<file path="config.mk">
export PLATFORM = sky130hd
export DESIGN_NAME = cntTop
export DESIGN_NICKNAME = d
export VERILOG_FILES = /design/src/logic/cntPkg.sv /design/src/logic/cntTop.sv /design/src/logic/cfgRegs.sv /design/src/logic/startupSeq.sv /design/src/logic/refreshTimer.sv
export SDC_FILE = /design/constraint.sdc
export NUM_CORES = 1
export LEC_CHECK = 0
export CORE_MARGIN = 3
export CORE_UTILIZATION = 57
export DETAILED_ROUTE_END_ITERATION = 7
export DONT_BUFFER_PORTS = 1
export PLACE_DENSITY_LB_ADDON = 0.3
export SETUP_SLACK_MARGIN = 0.05
export SYNTH_ARGS = -nofsm -noshare
export SYNTH_HDL_FRONTEND = slang
export SYNTH_SLANG_ARGS = --single-unit
</file>
<file path="constraint.sdc">
create_clock -name C8M -period 1.8 [get_ports C8M]
set_clock_uncertainty 0.1 [all_clocks]
set_input_delay 0.27 -clock C8M [delete_from_list [all_inputs] [get_ports C8M]]
set_output_delay 0.27 -clock C8M [all_outputs]
set_load 0.05 [all_outputs]
</file>
<file path="src/logic/cntPkg.sv">
package cntPkg;

	// Refresh timer limits, counted in E falls
	localparam int refW = 4; // Refresh count width
	localparam logic [refW-1:0] refLast = 4'd10; // Count wraps to 0 after this value
	localparam logic [refW-1:0] refReqFirst = 4'd3; // RefReq window opens here
	localparam logic [refW-1:0] refUrgentFirst = 4'd8; // RefUrgent window opens here

	// Long interval, counted in refresh rounds
	localparam int longW = 14; // Long count width
	localparam logic [longW-1:0] longLastReset = 14'd8192; // About 115 ms at 783 kHz E

	// APB register map
	localparam int addrW = 4; // Byte address width of the register block
	localparam logic [addrW-1:0] addrCtrl = 4'h0; // Enables and restart command
	localparam logic [addrW-1:0] addrLong = 4'h4; // Long interval length
	localparam logic [addrW-1:0] addrStatus = 4'h8; // Sequencer and refresh status, read only

	// CTRL bit positions
	localparam int ctrlC20mBit = 0; // 20 MHz oscillator enable
	localparam int ctrlC25mBit = 1; // 25 MHz oscillator enable
	localparam int ctrlFastRomBit = 2; // Fast ROM enable
	localparam int ctrlRestartBit = 8; // Self-clearing restart command

	// APB request from the host side
	typedef struct packed {
		logic psel; // Slave select
		logic penable; // Access phase
		logic pwrite; // 1 for write
		logic [addrW-1:0] paddr; // Register byte address
		logic [31:0] pwdata; // Write data
	} apbReqT;

	// APB response from the register block
	typedef struct packed {
		logic [31:0] prdata; // Read data
		logic pready; // Transfer done, no wait states
		logic pslverr; // Unmapped address or read-only write
	} apbRspT;

	// Configuration held by the register block
	typedef struct packed {
		logic c20mEn; // Drives C20MEN
		logic c25mEn; // Drives C25MEN
		logic fastRomEn; // Drives FastROMEN
		logic [longW-1:0] longLast; // Last long count before the tick
	} cfgT;

	// Startup sequencer states, one step per long tick
	typedef enum logic [1:0] {
		stHold, // Card held in reset
		stSample, // NMI button sampled
		stSettle, // Bus decision settles
		stRun // Reset released
	} seqStateT;

	// Status word, readable at addrStatus
	typedef struct packed {
		seqStateT state; // Current sequencer state
		logic refReq; // Refresh request pin
		logic refUrgent; // Urgent refresh pin
		logic busDeclined; // NMI held at startup, card stays off the bus
	} statusT;

endpackage
</file>
<file path="src/logic/cntTop.sv">
`timescale 1ns/1ps

module cntTop (
	input logic C8M, // Main clock, rising edge
	input logic rstN, // Sync reset, active low
	input logic E, // Slow E clock from the PDS
	input logic nIPL2, // NMI button
	input cntPkg::apbReqT apbReq, // Config bus request
	output cntPkg::apbRspT apbRsp, // Config bus response
	output logic RefReq, // To the DRAM controller
	output logic RefUrgent,
	output logic nRESout, // Card reset
	output logic AoutOE, // PDS address and control enable
	output logic nBR_IOB, // PDS bus request
	output logic C20MEN, // Oscillator enables
	output logic C25MEN,
	output logic FastROMEN // Fast ROM enable
);

	cntPkg::cfgT cfg;
	cntPkg::statusT status;
	cntPkg::seqStateT seqState;
	logic restart; // From CTRL write
	logic longTick; // Timer to sequencer

	assign status = '{state: seqState, refReq: RefReq, refUrgent: RefUrgent,
		busDeclined: nBR_IOB};

	assign C20MEN = cfg.c20mEn;
	assign C25MEN = cfg.c25mEn;
	assign FastROMEN = cfg.fastRomEn;

	refreshTimer uRefreshTimer (
		.C8M(C8M),
		.rstN(rstN),
		.E(E),
		.restart(restart),
		.longLast(cfg.longLast),
		.refReq(RefReq),
		.refUrgent(RefUrgent),
		.longTick(longTick)
	);

	startupSeq uStartupSeq (
		.C8M(C8M),
		.rstN(rstN),
		.restart(restart),
		.longTick(longTick),
		.nIPL2(nIPL2),
		.state(seqState),
		.nRESout(nRESout),
		.AoutOE(AoutOE),
		.nBR_IOB(nBR_IOB)
	);

	cfgRegs uCfgRegs (
		.C8M(C8M),
		.rstN(rstN),
		.apbReq(apbReq),
		.apbRsp(apbRsp),
		.status(status),
		.cfg(cfg),
		.restart(restart)
	);

endmodule

</file>
<file path="src/logic/cfgRegs.sv">
`timescale 1ns/1ps

module cfgRegs (
	input logic C8M, // Main clock, rising edge
	input logic rstN, // Sync reset, active low
	input cntPkg::apbReqT apbReq, // APB request
	output cntPkg::apbRspT apbRsp, // APB response
	input cntPkg::statusT status, // Sequencer and refresh status
	output cntPkg::cfgT cfg, // Enables and long interval
	output logic restart // One-cycle restart command
);

	// Register map
	// 0x0 CTRL   [0] C20M en, [1] C25M en, [2] fast ROM en, [8] restart (reads 0)
	// 0x4 LONG   [13:0] last long count
	// 0x8 STATUS [4:3] state, [2] refReq, [1] refUrgent, [0] busDeclined

	logic access; // Access phase, transfer completes now
	logic wrAcc;
	logic rdEn;
	logic unmapped; // Address hits no register
	logic [31:0] rdData;

	assign access = apbReq.psel & apbReq.penable;
	assign wrAcc = access & apbReq.pwrite;
	assign rdEn = apbReq.psel & ~apbReq.pwrite;

	// Restart acts at the write edge, no extra cycle
	assign restart = wrAcc && (apbReq.paddr == cntPkg::addrCtrl) &&
		apbReq.pwdata[cntPkg::ctrlRestartBit];

	always_ff @(posedge C8M) begin
		if (!rstN) begin
			cfg.c20mEn <= 1'b1; // Both oscillators on, only one is mounted
			cfg.c25mEn <= 1'b1;
			cfg.fastRomEn <= 1'b1;
			cfg.longLast <= cntPkg::longLastReset;
		end else if (wrAcc) begin
			case (apbReq.paddr)
				cntPkg::addrCtrl: begin
					cfg.c20mEn <= apbReq.pwdata[cntPkg::ctrlC20mBit];
					cfg.c25mEn <= apbReq.pwdata[cntPkg::ctrlC25mBit];
					cfg.fastRomEn <= apbReq.pwdata[cntPkg::ctrlFastRomBit];
				end
				cntPkg::addrLong: begin
					cfg.longLast <= apbReq.pwdata[cntPkg::longW-1:0];
				end
				default: begin
					cfg <= cfg; // STATUS and holes are not writable
				end
			endcase
		end
	end

	// Read mux and address decode
	always_comb begin
		rdData = '0;
		unmapped = 1'b0;
		case (apbReq.paddr)
			cntPkg::addrCtrl: begin
				rdData[cntPkg::ctrlC20mBit] = cfg.c20mEn;
				rdData[cntPkg::ctrlC25mBit] = cfg.c25mEn;
				rdData[cntPkg::ctrlFastRomBit] = cfg.fastRomEn;
			end
			cntPkg::addrLong: begin
				rdData[cntPkg::longW-1:0] = cfg.longLast;
			end
			cntPkg::addrStatus: begin
				rdData[$bits(cntPkg::statusT)-1:0] = status;
			end
			default: begin
				unmapped = 1'b1;
			end
		endcase
	end

	assign apbRsp.prdata = rdEn ? rdData : '0; // Quiet bus when not reading
	assign apbRsp.pready = 1'b1; // Never stalls

	// Error on holes, or on a write to the read-only STATUS
	assign apbRsp.pslverr = access &&
		(unmapped || (apbReq.pwrite && (apbReq.paddr == cntPkg::addrStatus)));

	// Every access phase completes in one cycle
	aNoWait: assert property (@(posedge C8M) disable iff (!rstN)
		access |-> apbRsp.pready)
		else $error("APB access stalled");

endmodule

</file>
<file path="src/logic/startupSeq.sv">
`timescale 1ns/1ps

module startupSeq (
	input logic C8M, // Main clock, rising edge
	input logic rstN, // Sync reset, active low
	input logic restart, // Back to stHold
	input logic longTick, // Step to the next state
	input logic nIPL2, // NMI button, async, active low
	output cntPkg::seqStateT state, // Current state
	output logic nRESout, // Card reset, active low
	output logic AoutOE, // PDS address and control enable
	output logic nBR_IOB // Bus request, 1 means declined
);

	cntPkg::seqStateT stateNext;
	logic [1:0] nIplSync; // Two-flop synchronizer, [1] is safe to use

	always_ff @(posedge C8M) begin
		if (!rstN) begin
			nIplSync <= 2'b11; // Button released
		end else begin
			nIplSync <= {nIplSync[0], nIPL2};
		end
	end

	// One step per long tick, stRun is final
	always_comb begin
		stateNext = state;
		if (longTick) begin
			case (state)
				cntPkg::stHold: stateNext = cntPkg::stSample;
				cntPkg::stSample: stateNext = cntPkg::stSettle;
				cntPkg::stSettle: stateNext = cntPkg::stRun;
				cntPkg::stRun: stateNext = cntPkg::stRun;
				default: stateNext = cntPkg::stHold;
			endcase
		end
	end

	always_ff @(posedge C8M) begin
		if (!rstN || restart) begin
			state <= cntPkg::stHold;
		end else begin
			state <= stateNext;
		end
	end

	// Outputs come from the registered state, so they trail a tick by one clock
	always_ff @(posedge C8M) begin
		if (!rstN || restart) begin
			nRESout <= 1'b0;
			AoutOE <= 1'b0;
			nBR_IOB <= 1'b0;
		end else begin
			case (state)
				cntPkg::stHold: begin
					nRESout <= 1'b0; // Keep card in reset
					AoutOE <= 1'b0; // PDS address lines tristated
					nBR_IOB <= 1'b0; // Default is to take the bus
				end
				cntPkg::stSample: begin
					nRESout <= 1'b0;
					AoutOE <= 1'b0;
					nBR_IOB <= nBR_IOB | ~nIplSync[1]; // NMI held, decline the bus
				end
				cntPkg::stSettle: begin
					nRESout <= 1'b0;
					AoutOE <= 1'b0; // Decision frozen from here on
				end
				cntPkg::stRun: begin
					nRESout <= 1'b1; // Release reset
					AoutOE <= ~nBR_IOB; // Drive PDS only if the bus was taken
				end
				default: begin
					nRESout <= 1'b0;
					AoutOE <= 1'b0;
				end
			endcase
		end
	end

	// Reset release only ever follows a completed sequence
	aResOnlyInRun: assert property (@(posedge C8M) disable iff (!rstN)
		nRESout |-> (state == cntPkg::stRun))
		else $error("nRESout high outside stRun");

endmodule

</file>
<file path="src/logic/refreshTimer.sv">
`timescale 1ns/1ps

module refreshTimer (
	input logic C8M, // Main clock, rising edge
	input logic rstN, // Sync reset, active low
	input logic E, // Slow 68000 E clock
	input logic restart, // Clears both counts
	input logic [cntPkg::longW-1:0] longLast, // Last long count
	output logic refReq, // Refresh request window
	output logic refUrgent, // Urgent refresh window
	output logic longTick // One pulse per long interval
);

	// Refresh round
	// | count | refReq | refUrgent |
	// |  0-2  |   0    |     0     |
	// |  3-7  |   1    |     0     |
	// |  8-10 |   1    |     1     |
	// Each count lasts one E period, so a round is 11 E periods

	logic eDly; // Registered copy of E
	logic eFall; // E just went low
	logic refWrap; // Last count of the round, on an E fall
	logic [cntPkg::refW-1:0] refCnt; // 0 to 10
	logic [cntPkg::longW-1:0] longCnt; // 0 to longLast

	assign eFall = eDly & ~E; // Seen one cycle after E first samples low
	assign refWrap = eFall && (refCnt == cntPkg::refLast);

	// Long tick lands in the same cycle as the long count wraps
	assign longTick = refWrap && (longCnt >= longLast);

	always_ff @(posedge C8M) begin
		if (!rstN) begin
			eDly <= 1'b0; // No spurious fall out of reset
		end else begin
			eDly <= E;
		end
	end

	always_ff @(posedge C8M) begin
		if (!rstN || restart) begin
			refCnt <= '0;
		end else if (refWrap) begin
			refCnt <= '0; // Start next round
		end else if (eFall) begin
			refCnt <= refCnt + 1'b1;
		end
	end

	always_ff @(posedge C8M) begin
		if (!rstN || restart) begin
			longCnt <= '0;
		end else if (longTick) begin
			longCnt <= '0; // Also catches a longLast lowered below the count
		end else if (refWrap) begin
			longCnt <= longCnt + 1'b1;
		end
	end

	// Windows follow the count one clock later
	always_ff @(posedge C8M) begin
		if (!rstN) begin
			refReq <= 1'b0;
			refUrgent <= 1'b0;
		end else begin
			refReq <= (refCnt >= cntPkg::refReqFirst);
			refUrgent <= (refCnt >= cntPkg::refUrgentFirst);
		end
	end

	// Urgent window sits inside the request window
	aUrgentInReq: assert property (@(posedge C8M) disable iff (!rstN)
		refUrgent |-> refReq)
		else $error("refUrgent high outside the refReq window");

	// E fall lasts one cycle, so the tick does too
	aTickSingle: assert property (@(posedge C8M) disable iff (!rstN)
		longTick |=> !longTick)
		else $error("longTick held for two cycles");

endmodule

</file>
==> results.yml <==
final_layout:
  finalNetCount: 444
  antenna_cells: 0
  synthToLayoutAreaGrowth_pct: 42.7
  stdcell_area_um2: 3590
  drive_gt1_frac: 0.381
  nFillCells: 209
yosys:
  synth_ff_type: "dfxtp_1"
  yosys.cell_count.top_type: "nand2_1"
  synth_cell_type_count: 46
  synth_area_per_cell_um2: 8.24
  synth_common_cells: "nand2_1 (48), dfxtp_1 (45), nor3_1 (25), inv_1 (21), buf_4 (20)"
  async_flop_share: 0
  yosysTopAreaCell: "dfxtp_1"
  synth_warnings: 0
  synth_cells: 305
  synth_top_area_frac: 0.358
  synth_area_leaders: "dfxtp_1 (36%), ha_1 (9.0%), nand2_1 (7.2%)"
  seq_area_frac_synth: 0.358
  synth_area_um2: 2510
  synth-edff-count: 0
  ys_seq_elements: 45
worst_setup_path:
  cp_max_fo: 3
  cpPeakStageDelay_ps: 360
  arrival_ps: 2080
  path_buf_inv: 2
  slowest_stage: "dfxtp_2"
  path_class: "flip-flop to flip-flop"
  end_kind: "flip-flop"
  cp.required_ps: 1880
  cp-start-kind: "flip-flop"
  crit_family: "compound AO/OA/AOI/OAI gates"
  path_cells: "inv_4, ha_4, nand4_1, nor2_4, o311ai_4, buf_6, a2111oi_4, a211oi_2"
clock_tree:
  htreeDepth: 2
  cts_tree: "yes"
  ctsLongestPathBuffers: 2
  clkSlewWorstSetupHoldPaths_ps: 80
  insertion_delay_ps: 310
  cts-buffers-inserted: 5
  cts.sinks: 45
  clock-root-buffer: "clkbuf_8"
run_status:
  violations: "negative setup slack"
  outcome: "finished with violations"
floorplanning:
  design.core.area_um2: 4120
  die_area_um2: 5240
  start_util: 0.611
  std_cell_rows: 23
  die_width_um: 72.4
  die_y_um: 72.4
  io_pins: 85
pwr:
  p_per_area_nw_per_um2: 517
  ir_drop_v: 0.000409
  fin_total_pwr_uw: 1850
  power.leakage_uw: 0.00144
detailed_routing:
  drt_iter0_drc: 108
  drt-pass1-iter-count: 4
  vias: 2442
  via_per_inst: 5.64
  ant_nets: 0
  drc: 0
  wl_um: 7660
  avgRoutedWirePerCell_um: 17.7
sta:
  period_needed_ps: 2000
  fin_ws_ps: -202
  finalCritPeriodShare: 1.11
  rsz0062_at_grt: "true"
  maxSlewViolCount: 0
  max_freq_mhz: 499
  setup_viol: 16
  hold_viol: 0
  fin_setup_tns_ps: -2720
run:
  max_cap_viol_count: 0
global_routing:
  grt_pass1_vias: 2460
  grtUsageTotal: 0.270
  antenna_found_initial: 0
  grt-ovfl-total: 0
  grt_start_max_net_pins: 20
  grt_pass1_wl_um: 11000
place:
  gp_congestion: 0.844
  hpwl_um: 4660
  dp_slack_ps: -320
  portBuffers: 0
  place_area_um2: 3150
hold_path:
  hp-class: "input pin to flip-flop"
metal layers:
layer / part of all wire / vias up / global-route usage
met5: 0 / - / 0
met4: 0.017 / 0 / 0.0984
met3: 0.057 / 17 / 0.0748
met2: 0.55 / 94 / 0.505
met1: 0.37 / 1172 / 0.287
li1: - / 1159 / -
kinds of logic after synthesis:
kind of cell,count (synthesis),synth area share
adder cells (fa/ha/maj),18,0.0896
other,2,0.00299
flip-flops,45,0.358
AND/OR/NAND/NOR,127,0.247
buffers and inverters,49,0.105
multiplexers,6,0.0254
AO/OA/AOI/OAI,43,0.119
XOR/XNOR,15,0.0523
cell usage in the layout (no fill, tap or decap), drive strengths merged, types with 4 or more instances in the layout:
| cell type | synthesis | final |
|---|---|---|
| xnor2 | 6 | 6 |
| ha | 18 | 18 |
| nand4 | 9 | 9 |
| inv | 21 | 21 |
| nor3 | 27 | 27 |
| and2 | 4 | 4 |
| conb | 2 | 19 |
| clkbuf | 5 | 7 |
| dfxtp | 45 | 45 |
| a21boi | 14 | 14 |
| nor2 | 21 | 21 |
| buf | 23 | 76 |
| nand3 | 5 | 5 |
| a21oi | 10 | 10 |
| dlygate4sd3 | 0 | 6 |
| xor2 | 9 | 9 |
| nand2 | 49 | 49 |
worst paths after layout:
path,start,end,slack [ps],depth (start not counted)
worst max-delay path,uCfgRegs.cfg[12]$_SDFFE_PN0P_,uStartupSeq.state[0]$_SDFFE_PP0P_,-200,8
worst max register to register,uCfgRegs.cfg[12]$_SDFFE_PN0P_,uStartupSeq.state[0]$_SDFFE_PP0P_,-200,8
worst min-delay path,apbReq[2],uCfgRegs.cfg[14]$_SDFFE_PN1P_,2,2
worst min register to register,uStartupSeq.nIplSync[0]$_SDFF_PN1_,uStartupSeq.nIplSync[1]$_SDFF_PN1_,320,1
final cells by class:
type,instances,area [um^2],area share
Clock buffer,7,86.3,0.0241
Timing Repair Buffer,82,691,0.193
Multi-Input combinational cell,228,1750,0.488
Inverter,21,83.8,0.0234
Sequential cell,45,912,0.254
Tap cell,50,62.6,0.0174
timing repair:
item / 4_1_cts / 5_1_grt
pin swaps: 12 / 10
endpoints found under the hold margin: 9 / 0
hold buffers: 6 / 0
gates resized for setup: 21 / 22
buffers inserted: 7 / 3
endpoints found under the setup margin: 16 / 21
stage by stage:
stage / util / std cells / hold slack [ps]
5_1_grt: 0.871 / 433 / 3.54
3_3_place_gp: 0.766 / 410 / 235
3_5_place_dp: 0.766 / 410 / 238
6_report: 0.871 / 433 / 1.52
4_1_cts: 0.836 / 430 / 1.59
2_1_floorplan: - / 322 / 243
sequential cells by signal (all words and copies together), names as in the netlist:
signal / count
uRefreshTimer.longCnt: 14
uRefreshTimer.refUrgent: 1
uRefreshTimer.refReq: 1
uStartupSeq.nIplSync: 2
uStartupSeq.AoutOE: 1
uStartupSeq.nRESout: 1
uRefreshTimer.refCnt: 4
uRefreshTimer.eDly: 1
uCfgRegs.cfg: 17
uStartupSeq.nBR_IOB: 1
uStartupSeq.state: 2
power by group:
part	switching, uW	internal [uW]	total, uW
registers	2.96	1000	1000
logic	155	49.9	205
clock network	340	305	645
No activity file was read; power rests on OpenSTA's default activity.
